`config.mk`:
```
export PLATFORM = sky130hd
export DESIGN_NAME = asg_top
export DESIGN_NICKNAME = d
export VERILOG_FILES = /design/src/source/asg_cfg_pkg.sv /design/src/source/asg_stream_pkg.sv /design/src/source/asg_cfg_if.sv /design/src/source/asg_rd_if.sv /design/src/source/asg_decode.sv /design/src/source/asg_execute.sv /design/src/source/asg_result.sv /design/src/source/asg_top.sv
export VERILOG_INCLUDE_DIRS = /design/src /design/src/source
export SDC_FILE = /design/constraint.sdc
export NUM_CORES = 2
export LEC_CHECK = 0
export BUFFER_PORTS_ARGS = -buffer_cell sky130_fd_sc_hd__buf_2
export CAP_MARGIN = 10
export CELL_PAD_IN_SITES_DETAIL_PLACEMENT = 0
export CELL_PAD_IN_SITES_GLOBAL_PLACEMENT = 1
export CORE_MARGIN = 10
export CORE_UTILIZATION = 45
export DETAILED_ROUTE_END_ITERATION = 7
export PLACE_DENSITY = 0.71
export SETUP_SLACK_MARGIN = 0.2
export SLEW_MARGIN = 40
export SYNTH_ARGS = -nofsm -noshare
export SYNTH_HDL_FRONTEND = slang
export SYNTH_HIERARCHICAL = 1
export SYNTH_SLANG_ARGS = --single-unit
```
`constraint.sdc`:
```
create_clock -name sto -period 3.9 [get_ports sto]
set_input_delay 0.78 -clock sto [delete_from_list [all_inputs] [get_ports sto]]
set_output_delay 0.78 -clock sto [all_outputs]
set_load 0.005 [all_outputs]
```
`src/source/asg_macros.svh`:
```
/*
  shared widths, table depth and register map of one generator channel
  included by the packages, the RTL and the testbench
*/

`ifndef ASG_MACROS_SVH
`define ASG_MACROS_SVH

//////////////////////////////////////////////////////////////////////
// fixed point pointer and sample widths
//////////////////////////////////////////////////////////////////////

// table address width, pointer integer part
`define ASG_CWM 8
// pointer fraction width
`define ASG_CWF 8
// sample width
`define ASG_DW 8
// table depth in samples
`define ASG_TDEPTH (1 << `ASG_CWM)

//////////////////////////////////////////////////////////////////////
// register addresses
//////////////////////////////////////////////////////////////////////

`define ASG_REG_CTL  2'd0
`define ASG_REG_MODE 2'd1
`define ASG_REG_BPL  2'd2

`endif

```
`src/source/asg_cfg_pkg.sv`:
```
/*
  configuration register types, MODE decoded as periodic or burst view
*/

`include "asg_macros.svh"

package asg_cfg_pkg;

  // 8.8 fixed point table pointer
  typedef logic [`ASG_CWM+`ASG_CWF-1:0] ptr_t;

  // CTL register, siz in the low half
  typedef struct packed {
    logic [13:0] rsv;
    logic        inf;  // endless burst
    logic        ben;  // burst enable
    ptr_t        siz;  // table size minus one
  } ctl_reg_t;

  // MODE register, view picked by ben
  typedef union packed {
    struct packed {
      ptr_t ste;  // step minus one lsb
      ptr_t off;  // start offset
    } per;
    struct packed {
      logic [15:0] bpn;  // period number minus one
      logic [7:0]  bdl;  // data length minus one
      logic [7:0]  bdr;  // data repetitions minus one
    } bst;
  } mode_word_u;

  // burst period length minus one
  typedef logic [15:0] bpl_t;

endpackage

```
`src/source/asg_stream_pkg.sv`:
```
/*
  read path types shared by the address engines, the table RAM and the stream
*/

`include "asg_macros.svh"

package asg_stream_pkg;

  //////////////////////////////////////////////////////////////////////
  // sample data
  //////////////////////////////////////////////////////////////////////

  // one table entry, also the stream payload
  typedef logic [`ASG_DW-1:0] sample_t;

  //////////////////////////////////////////////////////////////////////
  // table addressing
  //////////////////////////////////////////////////////////////////////

  // table index, integer part of the pointer
  typedef logic [`ASG_CWM-1:0] tbl_addr_t;

endpackage

```
`src/source/asg_cfg_if.sv`:
```
/*
  decoded configuration and qualified control pulses, decode to execute
*/

`timescale 1ns/1ps

interface asg_cfg_if;

  import asg_cfg_pkg::*;

  // generator mode
  logic       ben;
  logic       inf;
  // periodic table size
  ptr_t       siz;
  // burst period length
  bpl_t       bpl;
  // MODE word, both views
  mode_word_u mode;
  // trigger while started
  logic       run;
  // stop request
  logic       stp;

  // register side
  modport decode (
    output ben, inf, siz, bpl, mode, run, stp
  );

  // address engine side
  modport execute (
    input  ben, inf, siz, bpl, mode, run, stp
  );

endinterface

```
`src/source/asg_rd_if.sv`:
```
/*
  table read requests from the address engines and the pipeline advance enable
*/

`timescale 1ns/1ps

interface asg_rd_if;

  import asg_stream_pkg::*;

  // request
  tbl_addr_t addr;
  logic      vld;
  logic      lst;  // last request of a finished burst
  // pipeline may move, from output handshake
  logic      adv;

  modport execute (
    output addr, vld, lst,
    input  adv
  );

  modport result (
    input  addr, vld, lst,
    output adv
  );

endinterface

```
`src/source/asg_decode.sv`:
```
/*
  host register file and start/stop status
  presents CTL, MODE and BPL to the address engines with one qualified trigger
*/

`timescale 1ns/1ps
`include "asg_macros.svh"

module asg_decode (
  input  logic        sto,
  input  logic        ctl_rst,
  input  logic        ctl_str,
  input  logic        ctl_stp,
  input  logic        ctl_trg,
  input  logic        reg_wen,
  input  logic [1:0]  reg_addr,
  input  logic [31:0] reg_wdata,
  output logic        sts_str,
  asg_cfg_if.decode   cfg
);

  import asg_cfg_pkg::*;

  ctl_reg_t   ctl_reg;
  mode_word_u mode_reg;
  bpl_t       bpl_reg;

  //////////////////////////////////////////////////////////////////////
  // register file
  //////////////////////////////////////////////////////////////////////

  // writes land on the next edge
  always_ff @(posedge sto) begin
    if (ctl_rst) begin
      ctl_reg  <= '0;
      mode_reg <= '0;
      bpl_reg  <= '0;
    end else if (reg_wen) begin
      case (reg_addr)
        `ASG_REG_CTL:  ctl_reg  <= ctl_reg_t'(reg_wdata);
        `ASG_REG_MODE: mode_reg <= mode_word_u'(reg_wdata);
        // upper half of the word ignored
        `ASG_REG_BPL:  bpl_reg  <= reg_wdata[$bits(bpl_t)-1:0];
        default: ;
      endcase
    end
  end

  // mode bits out of CTL
  assign cfg.ben  = ctl_reg.ben;
  assign cfg.inf  = ctl_reg.inf;
  assign cfg.siz  = ctl_reg.siz;
  assign cfg.bpl  = bpl_reg;
  // both views travel as one word, execute picks by ben
  assign cfg.mode = mode_reg;

  //////////////////////////////////////////////////////////////////////
  // start/stop status
  //////////////////////////////////////////////////////////////////////

  // stop has priority over start
  always_ff @(posedge sto) begin
    if (ctl_rst) begin
      sts_str <= 1'b0;
    end else if (ctl_stp) begin
      sts_str <= 1'b0;
    end else if (ctl_str) begin
      sts_str <= 1'b1;
    end
  end

  // trigger counts while started, or with start in the same cycle
  assign cfg.run = ctl_trg & (sts_str | ctl_str);

  // stop passes straight through
  assign cfg.stp = ctl_stp;

endmodule

```
`src/source/asg_execute.sv`:
```
/*
  trigger status and the two address engines
  periodic mode walks an 8.8 pointer, burst mode runs repetition and period counters
*/

`timescale 1ns/1ps

module asg_execute (
  input  logic        sto,
  input  logic        ctl_rst,
  output logic        sts_trg,
  output logic        evn_per,
  output logic [15:0] sts_bpn,
  asg_cfg_if.execute  cfg,
  asg_rd_if.execute   rd
);

  import asg_cfg_pkg::*;
  import asg_stream_pkg::*;

  localparam int PW = $bits(ptr_t);

  // periodic pointer
  ptr_t        ptr_cur;
  logic [PW:0] ptr_nxt;
  logic [PW:0] ptr_sub;
  // burst counters
  logic [7:0]  bdr_cnt;
  tbl_addr_t   bdl_cnt;
  bpl_t        bpl_cnt;
  logic        idl;  // idle part of the period
  // request accepted this cycle
  logic        acc;
  logic        end_bdr;
  logic        end_bdl;
  logic        end_bpl;
  logic        end_bpn;
  logic        fin;
  logic        ctl_end;

  assign acc = sts_trg & rd.adv;

  //////////////////////////////////////////////////////////////////////
  // trigger status
  //////////////////////////////////////////////////////////////////////

  // final period only ends once its last request is taken
  assign ctl_end = cfg.stp | (fin & acc);

  always_ff @(posedge sto) begin
    if (ctl_rst) begin
      sts_trg <= 1'b0;
    end else if (ctl_end) begin
      sts_trg <= 1'b0;
    end else if (cfg.run) begin
      sts_trg <= 1'b1;
    end
  end

  //////////////////////////////////////////////////////////////////////
  // periodic engine
  //////////////////////////////////////////////////////////////////////

  // one extra bit catches the borrow of the wrap
  assign ptr_nxt = {1'b0, ptr_cur} + {1'b0, cfg.mode.per.ste} + 1'b1;
  assign ptr_sub = ptr_nxt - ({1'b0, cfg.siz} + 1'b1);

  always_ff @(posedge sto) begin
    if (ctl_rst) begin
      ptr_cur <= '0;
    end else if (~cfg.ben) begin
      if (cfg.run) begin
        ptr_cur <= cfg.mode.per.off;
      end else if (acc) begin
        // wrap modulo siz+1
        ptr_cur <= ptr_sub[PW] ? ptr_nxt[PW-1:0] : ptr_sub[PW-1:0];
      end
    end
  end

  //////////////////////////////////////////////////////////////////////
  // burst engine
  //////////////////////////////////////////////////////////////////////

  assign end_bdr = (bdr_cnt == cfg.mode.bst.bdr);
  assign end_bdl = (bdl_cnt == cfg.mode.bst.bdl);
  assign end_bpl = (bpl_cnt == cfg.bpl);
  assign end_bpn = (sts_bpn == cfg.mode.bst.bpn) & ~cfg.inf;
  // current request closes the final period
  assign fin     = cfg.ben & end_bpl & end_bpn;

  always_ff @(posedge sto) begin
    if (ctl_rst || cfg.run) begin
      bdr_cnt <= '0;
      bdl_cnt <= '0;
      bpl_cnt <= '0;
      sts_bpn <= '0;
      idl     <= 1'b0;
    end else if (cfg.ben && acc) begin
      if (end_bpl) begin
        // new period, data part restarts
        bdr_cnt <= '0;
        bdl_cnt <= '0;
        bpl_cnt <= '0;
        idl     <= 1'b0;
        // count stays on the final period
        sts_bpn <= sts_bpn + {15'd0, ~end_bpn};
      end else begin
        bpl_cnt <= bpl_cnt + 1'b1;
        if (!idl) begin
          if (end_bdr) begin
            bdr_cnt <= '0;
            // last sample done, address held from here on
            if (end_bdl) begin
              idl <= 1'b1;
            end else begin
              bdl_cnt <= bdl_cnt + 1'b1;
            end
          end else begin
            bdr_cnt <= bdr_cnt + 1'b1;
          end
        end
      end
    end
  end

  // period end event
  always_ff @(posedge sto) begin
    if (ctl_rst) begin
      evn_per <= 1'b0;
    end else begin
      evn_per <= cfg.ben & acc & end_bpl;
    end
  end

  //////////////////////////////////////////////////////////////////////
  // read request
  //////////////////////////////////////////////////////////////////////

  assign rd.addr = cfg.ben ? bdl_cnt : ptr_cur[PW-1 -: $bits(tbl_addr_t)];
  assign rd.vld  = sts_trg;
  assign rd.lst  = sts_trg & fin;

endmodule

```
`src/source/asg_result.sv`:
```
/*
  sample table with host write port, registered read and the output stream register
  requests reach the output two advancing cycles after acceptance
*/

`timescale 1ns/1ps
`include "asg_macros.svh"

module asg_result (
  input  logic                      sto,
  input  logic                      ctl_rst,
  input  logic                      tbl_wen,
  input  asg_stream_pkg::tbl_addr_t tbl_addr,
  input  asg_stream_pkg::sample_t   tbl_wdata,
  input  logic                      out_ready,
  output asg_stream_pkg::sample_t   out_data,
  output logic                      out_valid,
  output logic                      out_last,
  output logic                      evn_lst,
  asg_rd_if.result                  rd
);

  import asg_stream_pkg::*;

  sample_t tbl_mem [0:`ASG_TDEPTH-1];
  // read stage
  sample_t rd_data;
  logic    rd_vld;
  logic    rd_lst;

  // whole pipeline stalls on a refused beat
  assign rd.adv = out_ready | ~out_valid;

  // host write port
  always_ff @(posedge sto) begin
    if (tbl_wen) begin
      tbl_mem[tbl_addr] <= tbl_wdata;
    end
  end

  //////////////////////////////////////////////////////////////////////
  // read stage
  //////////////////////////////////////////////////////////////////////

  always_ff @(posedge sto) begin
    if (rd.adv) begin
      rd_data <= tbl_mem[rd.addr];
    end
  end

  always_ff @(posedge sto) begin
    if (ctl_rst) begin
      rd_vld <= 1'b0;
      rd_lst <= 1'b0;
    end else if (rd.adv) begin
      rd_vld <= rd.vld;
      rd_lst <= rd.lst;
    end
  end

  //////////////////////////////////////////////////////////////////////
  // output stream register
  //////////////////////////////////////////////////////////////////////

  always_ff @(posedge sto) begin
    if (rd.adv) begin
      out_data <= rd_data;
    end
  end

  always_ff @(posedge sto) begin
    if (ctl_rst) begin
      out_valid <= 1'b0;
      out_last  <= 1'b0;
    end else if (rd.adv) begin
      out_valid <= rd_vld;
      out_last  <= rd_lst;
    end
  end

  // final beat taken
  assign evn_lst = out_valid & out_ready & out_last;

endmodule

```
`src/source/asg_top.sv`:
```
/*
  one generator channel, registers and control, address engines, table and stream
*/

`timescale 1ns/1ps

module asg_top (
  input  logic                      sto,
  input  logic                      ctl_rst,
  // control pulses
  input  logic                      ctl_str,
  input  logic                      ctl_stp,
  input  logic                      ctl_trg,
  // register write port
  input  logic                      reg_wen,
  input  logic [1:0]                reg_addr,
  input  logic [31:0]               reg_wdata,
  // table write port
  input  logic                      tbl_wen,
  input  asg_stream_pkg::tbl_addr_t tbl_addr,
  input  asg_stream_pkg::sample_t   tbl_wdata,
  // status and events
  output logic                      sts_str,
  output logic                      sts_trg,
  output logic                      evn_per,
  output logic                      evn_lst,
  output logic [15:0]               sts_bpn,
  // sample stream
  output asg_stream_pkg::sample_t   out_data,
  output logic                      out_valid,
  output logic                      out_last,
  input  logic                      out_ready
);

  asg_cfg_if cfg_i ();
  asg_rd_if  rd_i ();

  //////////////////////////////////////////////////////////////////////
  // registers and control
  //////////////////////////////////////////////////////////////////////

  asg_decode decode_i (
    .sto       (sto),
    .ctl_rst   (ctl_rst),
    .ctl_str   (ctl_str),
    .ctl_stp   (ctl_stp),
    .ctl_trg   (ctl_trg),
    .reg_wen   (reg_wen),
    .reg_addr  (reg_addr),
    .reg_wdata (reg_wdata),
    .sts_str   (sts_str),
    .cfg       (cfg_i.decode)
  );

  // address engines
  asg_execute execute_i (
    .sto     (sto),
    .ctl_rst (ctl_rst),
    .sts_trg (sts_trg),
    .evn_per (evn_per),
    .sts_bpn (sts_bpn),
    .cfg     (cfg_i.execute),
    .rd      (rd_i.execute)
  );

  // table and stream
  asg_result result_i (
    .sto       (sto),
    .ctl_rst   (ctl_rst),
    .tbl_wen   (tbl_wen),
    .tbl_addr  (tbl_addr),
    .tbl_wdata (tbl_wdata),
    .out_ready (out_ready),
    .out_data  (out_data),
    .out_valid (out_valid),
    .out_last  (out_last),
    .evn_lst   (evn_lst),
    .rd        (rd_i.result)
  );

endmodule

```
==> qor.csv <==
metric,value,unit
synth_top_area_frac,0.7054,
largest_reg_flops,2048,
fp.dieH,461.9,um
path_buf_inv,4,
yosysWarnings,6,
crit_required,4690,ps
critPathMaxStageDelay,360,ps
start_kind,register,
ctsHoldBuffers,0,
numPortBuffers,87,
cts_max_path_buffers,3,
cp.arrival,4710,ps
critPathLaunch,decode_i/cfg.mode[16]$_SDFFE_PP0P_,
post-route-drc-count,0,
fin_nets,5259,
worst_pin_slew,899.2,ps
yosysTopAreaCell,edfxtp_1,
routedWlPerCell,27.83,um
yosysMostFrequentCell,edfxtp_1,
htreeDepth,4,
slew_viol_final,0,
violations,setup timing,
crit_type,reg2reg,
layout.cells.non_filler,7896,
ant_nets,0,
io_pins,88,
num_rows,162,
rr_startpoint,decode_i/cfg.mode[16]$_SDFFE_PP0P_,
vias_per_cell,5.867,
clk_root_buffer_cell,clkbuf_16,
grt_usage,0.2042,
cp_cell_sequence,inv_2 > ha_4 > fa_2 > nor2b_2 > o31a_1 > buf_4 > o21a_1 > nor2_1 > xnor2_2 > ha_4 > o21a_1 > o21ai_1 > buf_4 > a2111oi_4 > nor2_2 > a41oi_2 > xor2_2 > buf_12 > or3_1 > a31o_1 > a21oi_2,
synth_commonest_cells,"edfxtp_1 (2,064), mux4_2 (452), nor2_1 (360), mux2i_1 (203), a22oi_1 (180)",
synth-main-ff-cell,edfxtp_1,
grt_max_degree,122,
rsz0062_at_grt,true,
cts_tree,yes,
dpl.hpwl,141.4,mm
syn2layout_area_growth,15.58,%
synthTopCellsByArea,"edfxtp_1 (71%), mux4_2 (12%), dfxtp_1 (3.1%), mux2i_1 (2.3%), a22oi_1 (1.5%)",
max_freq,0.2550,GHz
ir_drop,501.7,uV
hold_start,ctl_stp,
core,194600,sq um
cp-end-kind,register,
crit_slowest_cell,fa_2,
regArea,64750,sq um
synthArstFlopShare,0,
fp.dieW,461.9,um
die_area,213300,sq um
status,"finished, violations left",
cp_top_family,compound AO/OA/AOI/OAI gates,
drt-pass1-iter-count,8,
synth_cell_types,83,
num-fill-cells,15318,
setup_viol_count_final,3,
hold_ws,100.1,ps
power_leakage,32.28,nW
finalCritPeriodShare,1.006,
total_power,56.05,mW
clock_latency,850,ps
syn_area_per_cell,18.89,sq um
synthCells,4652,
initial_utilization,0.4516,
globalplace.congestion,0.8152,
antenna_found_initial,11,
wl,219.7,mm
grt.overflow.total,0,
hold_class,in2reg,
ys_ff_latch,2202,
fin_crit,3922,ps
multi_input_area,21810,sq um
drt_iter0_drc,4614,
grt_pass1_vias,46619,
synth-seq-area-share,0.7368,
skew,25.89,ps
cp_max_fo,13,
dp.cells,7466,
synthesis.area,87870,sq um
pwr_density_cell,551.9,nW/um^2
drive_above_1_share,0.2716,
numClockSinks,2202,
hold_violations,0,
cts_made_buffers,214,
worst_slack,-21.56,ps
synth_edf_count,2064,
grt_pass1_wl,322.1,mm
clkTransAtPathRegs,60,ps
slew_headroom,0.3983,
via_count,46329,
drv_cap,0,
synth_fp_nets,4749,
-- cell families (layout without fill, tap and decap cells) --
logic type / count (synthesis) / after routing / synth area share
simple gates: 775 / 775 / 0.04296
flops: 2202 / 2202 / 0.7368
xor+xnor: 105 / 105 / 0.01055
mux: 676 / 676 / 0.1425
compound gates: 538 / 538 / 0.04167
other cells: 0 / 7 / 0
buf+inv: 317 / 1012 / 0.01976
fa+ha+maj: 39 / 39 / 0.005724
-- worst register-to-register path: cells and delay by family, from the launching register on --
kind / cells / cell delay (ps)
buffers and inverters: 4 / 490
adder cells (fa/ha/maj): 3 / 800
AND/OR/NAND/NOR: 4 / 640
AO/OA/AOI/OAI: 8 / 1280
XOR/XNOR: 2 / 290
flip-flops: 1 / 330
-- timing repair --
action,CTS,global route
pin swaps,9,7
resized for setup,22,19
buffers inserted,11,8
cloned,0,0
setup endpoints to repair,18,18
-- layer usage --
| metal | routed length (um) | global-route usage |
|---|---|---|
| met3 | 14270 | 0.03129 |
| met2 | 108100 | 0.3363 |
| met5 | 220 | 0 |
| met4 | 6994 | 0.06332 |
| met1 | 90180 | 0.2816 |
-- report_power, final --
part / leakage [nW] / internal [mW] / total (mW) / switching [mW]
Combinational: 9.26 / 4.37 / 9.70 / 5.34
Clock: 3.33 / 11.4 / 20.1 / 8.75
Sequential: 19.7 / 26.1 / 26.2 / 0.173
-- layout make-up --
type                    instances  area share
diodes                          7   0.0001725
well taps                    2542     0.03132
flip-flops and latches       2202      0.6375
inverters                      42    0.001552
repair buffers                569     0.04752
clock buffers                 286     0.05664
multi-input cells            2133      0.2148
clock inverters               115     0.01046
-- worst paths after layout --
kind,end,slack (ps),cells past startpoint
hold / removal,decode_i/sts_str$_SDFFE_PP0P_,100,2
setup / recovery,execute_i/ptr_cur[2]$_SDFFE_PP0P_,-20,21
setup reg to reg,execute_i/ptr_cur[2]$_SDFFE_PP0P_,-20,21
hold reg to reg,result_i/out_valid$_SDFFE_PP0P_,450,2
-- placed cells by master (no fill, tap or decap), types with 43 or more instances in the layout --
master,Yosys,routed
edfxtp_1,2064,2064
mux4_2,452,452
buf_4,36,424
nor2_1,360,315
clkbuf_16,0,217
mux2i_1,203,203
a22oi_1,180,180
a21oi_1,157,151
dfxtp_1,138,135
nand2b_1,116,116
buf_2,46,79
nand2_1,70,69
clkbuf_1,123,61
xor2_1,52,51
xnor2_1,52,50
buf_12,4,49
clkinv_1,0,45
nor2_2,0,43
-- per-stage QoR --
step | area, sq um | util | setup TNS (ps) | setup WS (ps)
after detailed placement | 94160 | 0.4839 | -1487 | -180.6
after global routing | 101600 | 0.5219 | -2618 | -222.1
after CTS | 101200 | 0.5199 | -33.79 | -27.94
after global placement | 94130 | 0.4838 | -1635 | -195.5
final | 101600 | 0.5219 | -26.04 | -21.56
after floorplan | 87910 | - | 0 | 203.2
Power figures use the tool's default switching activity.
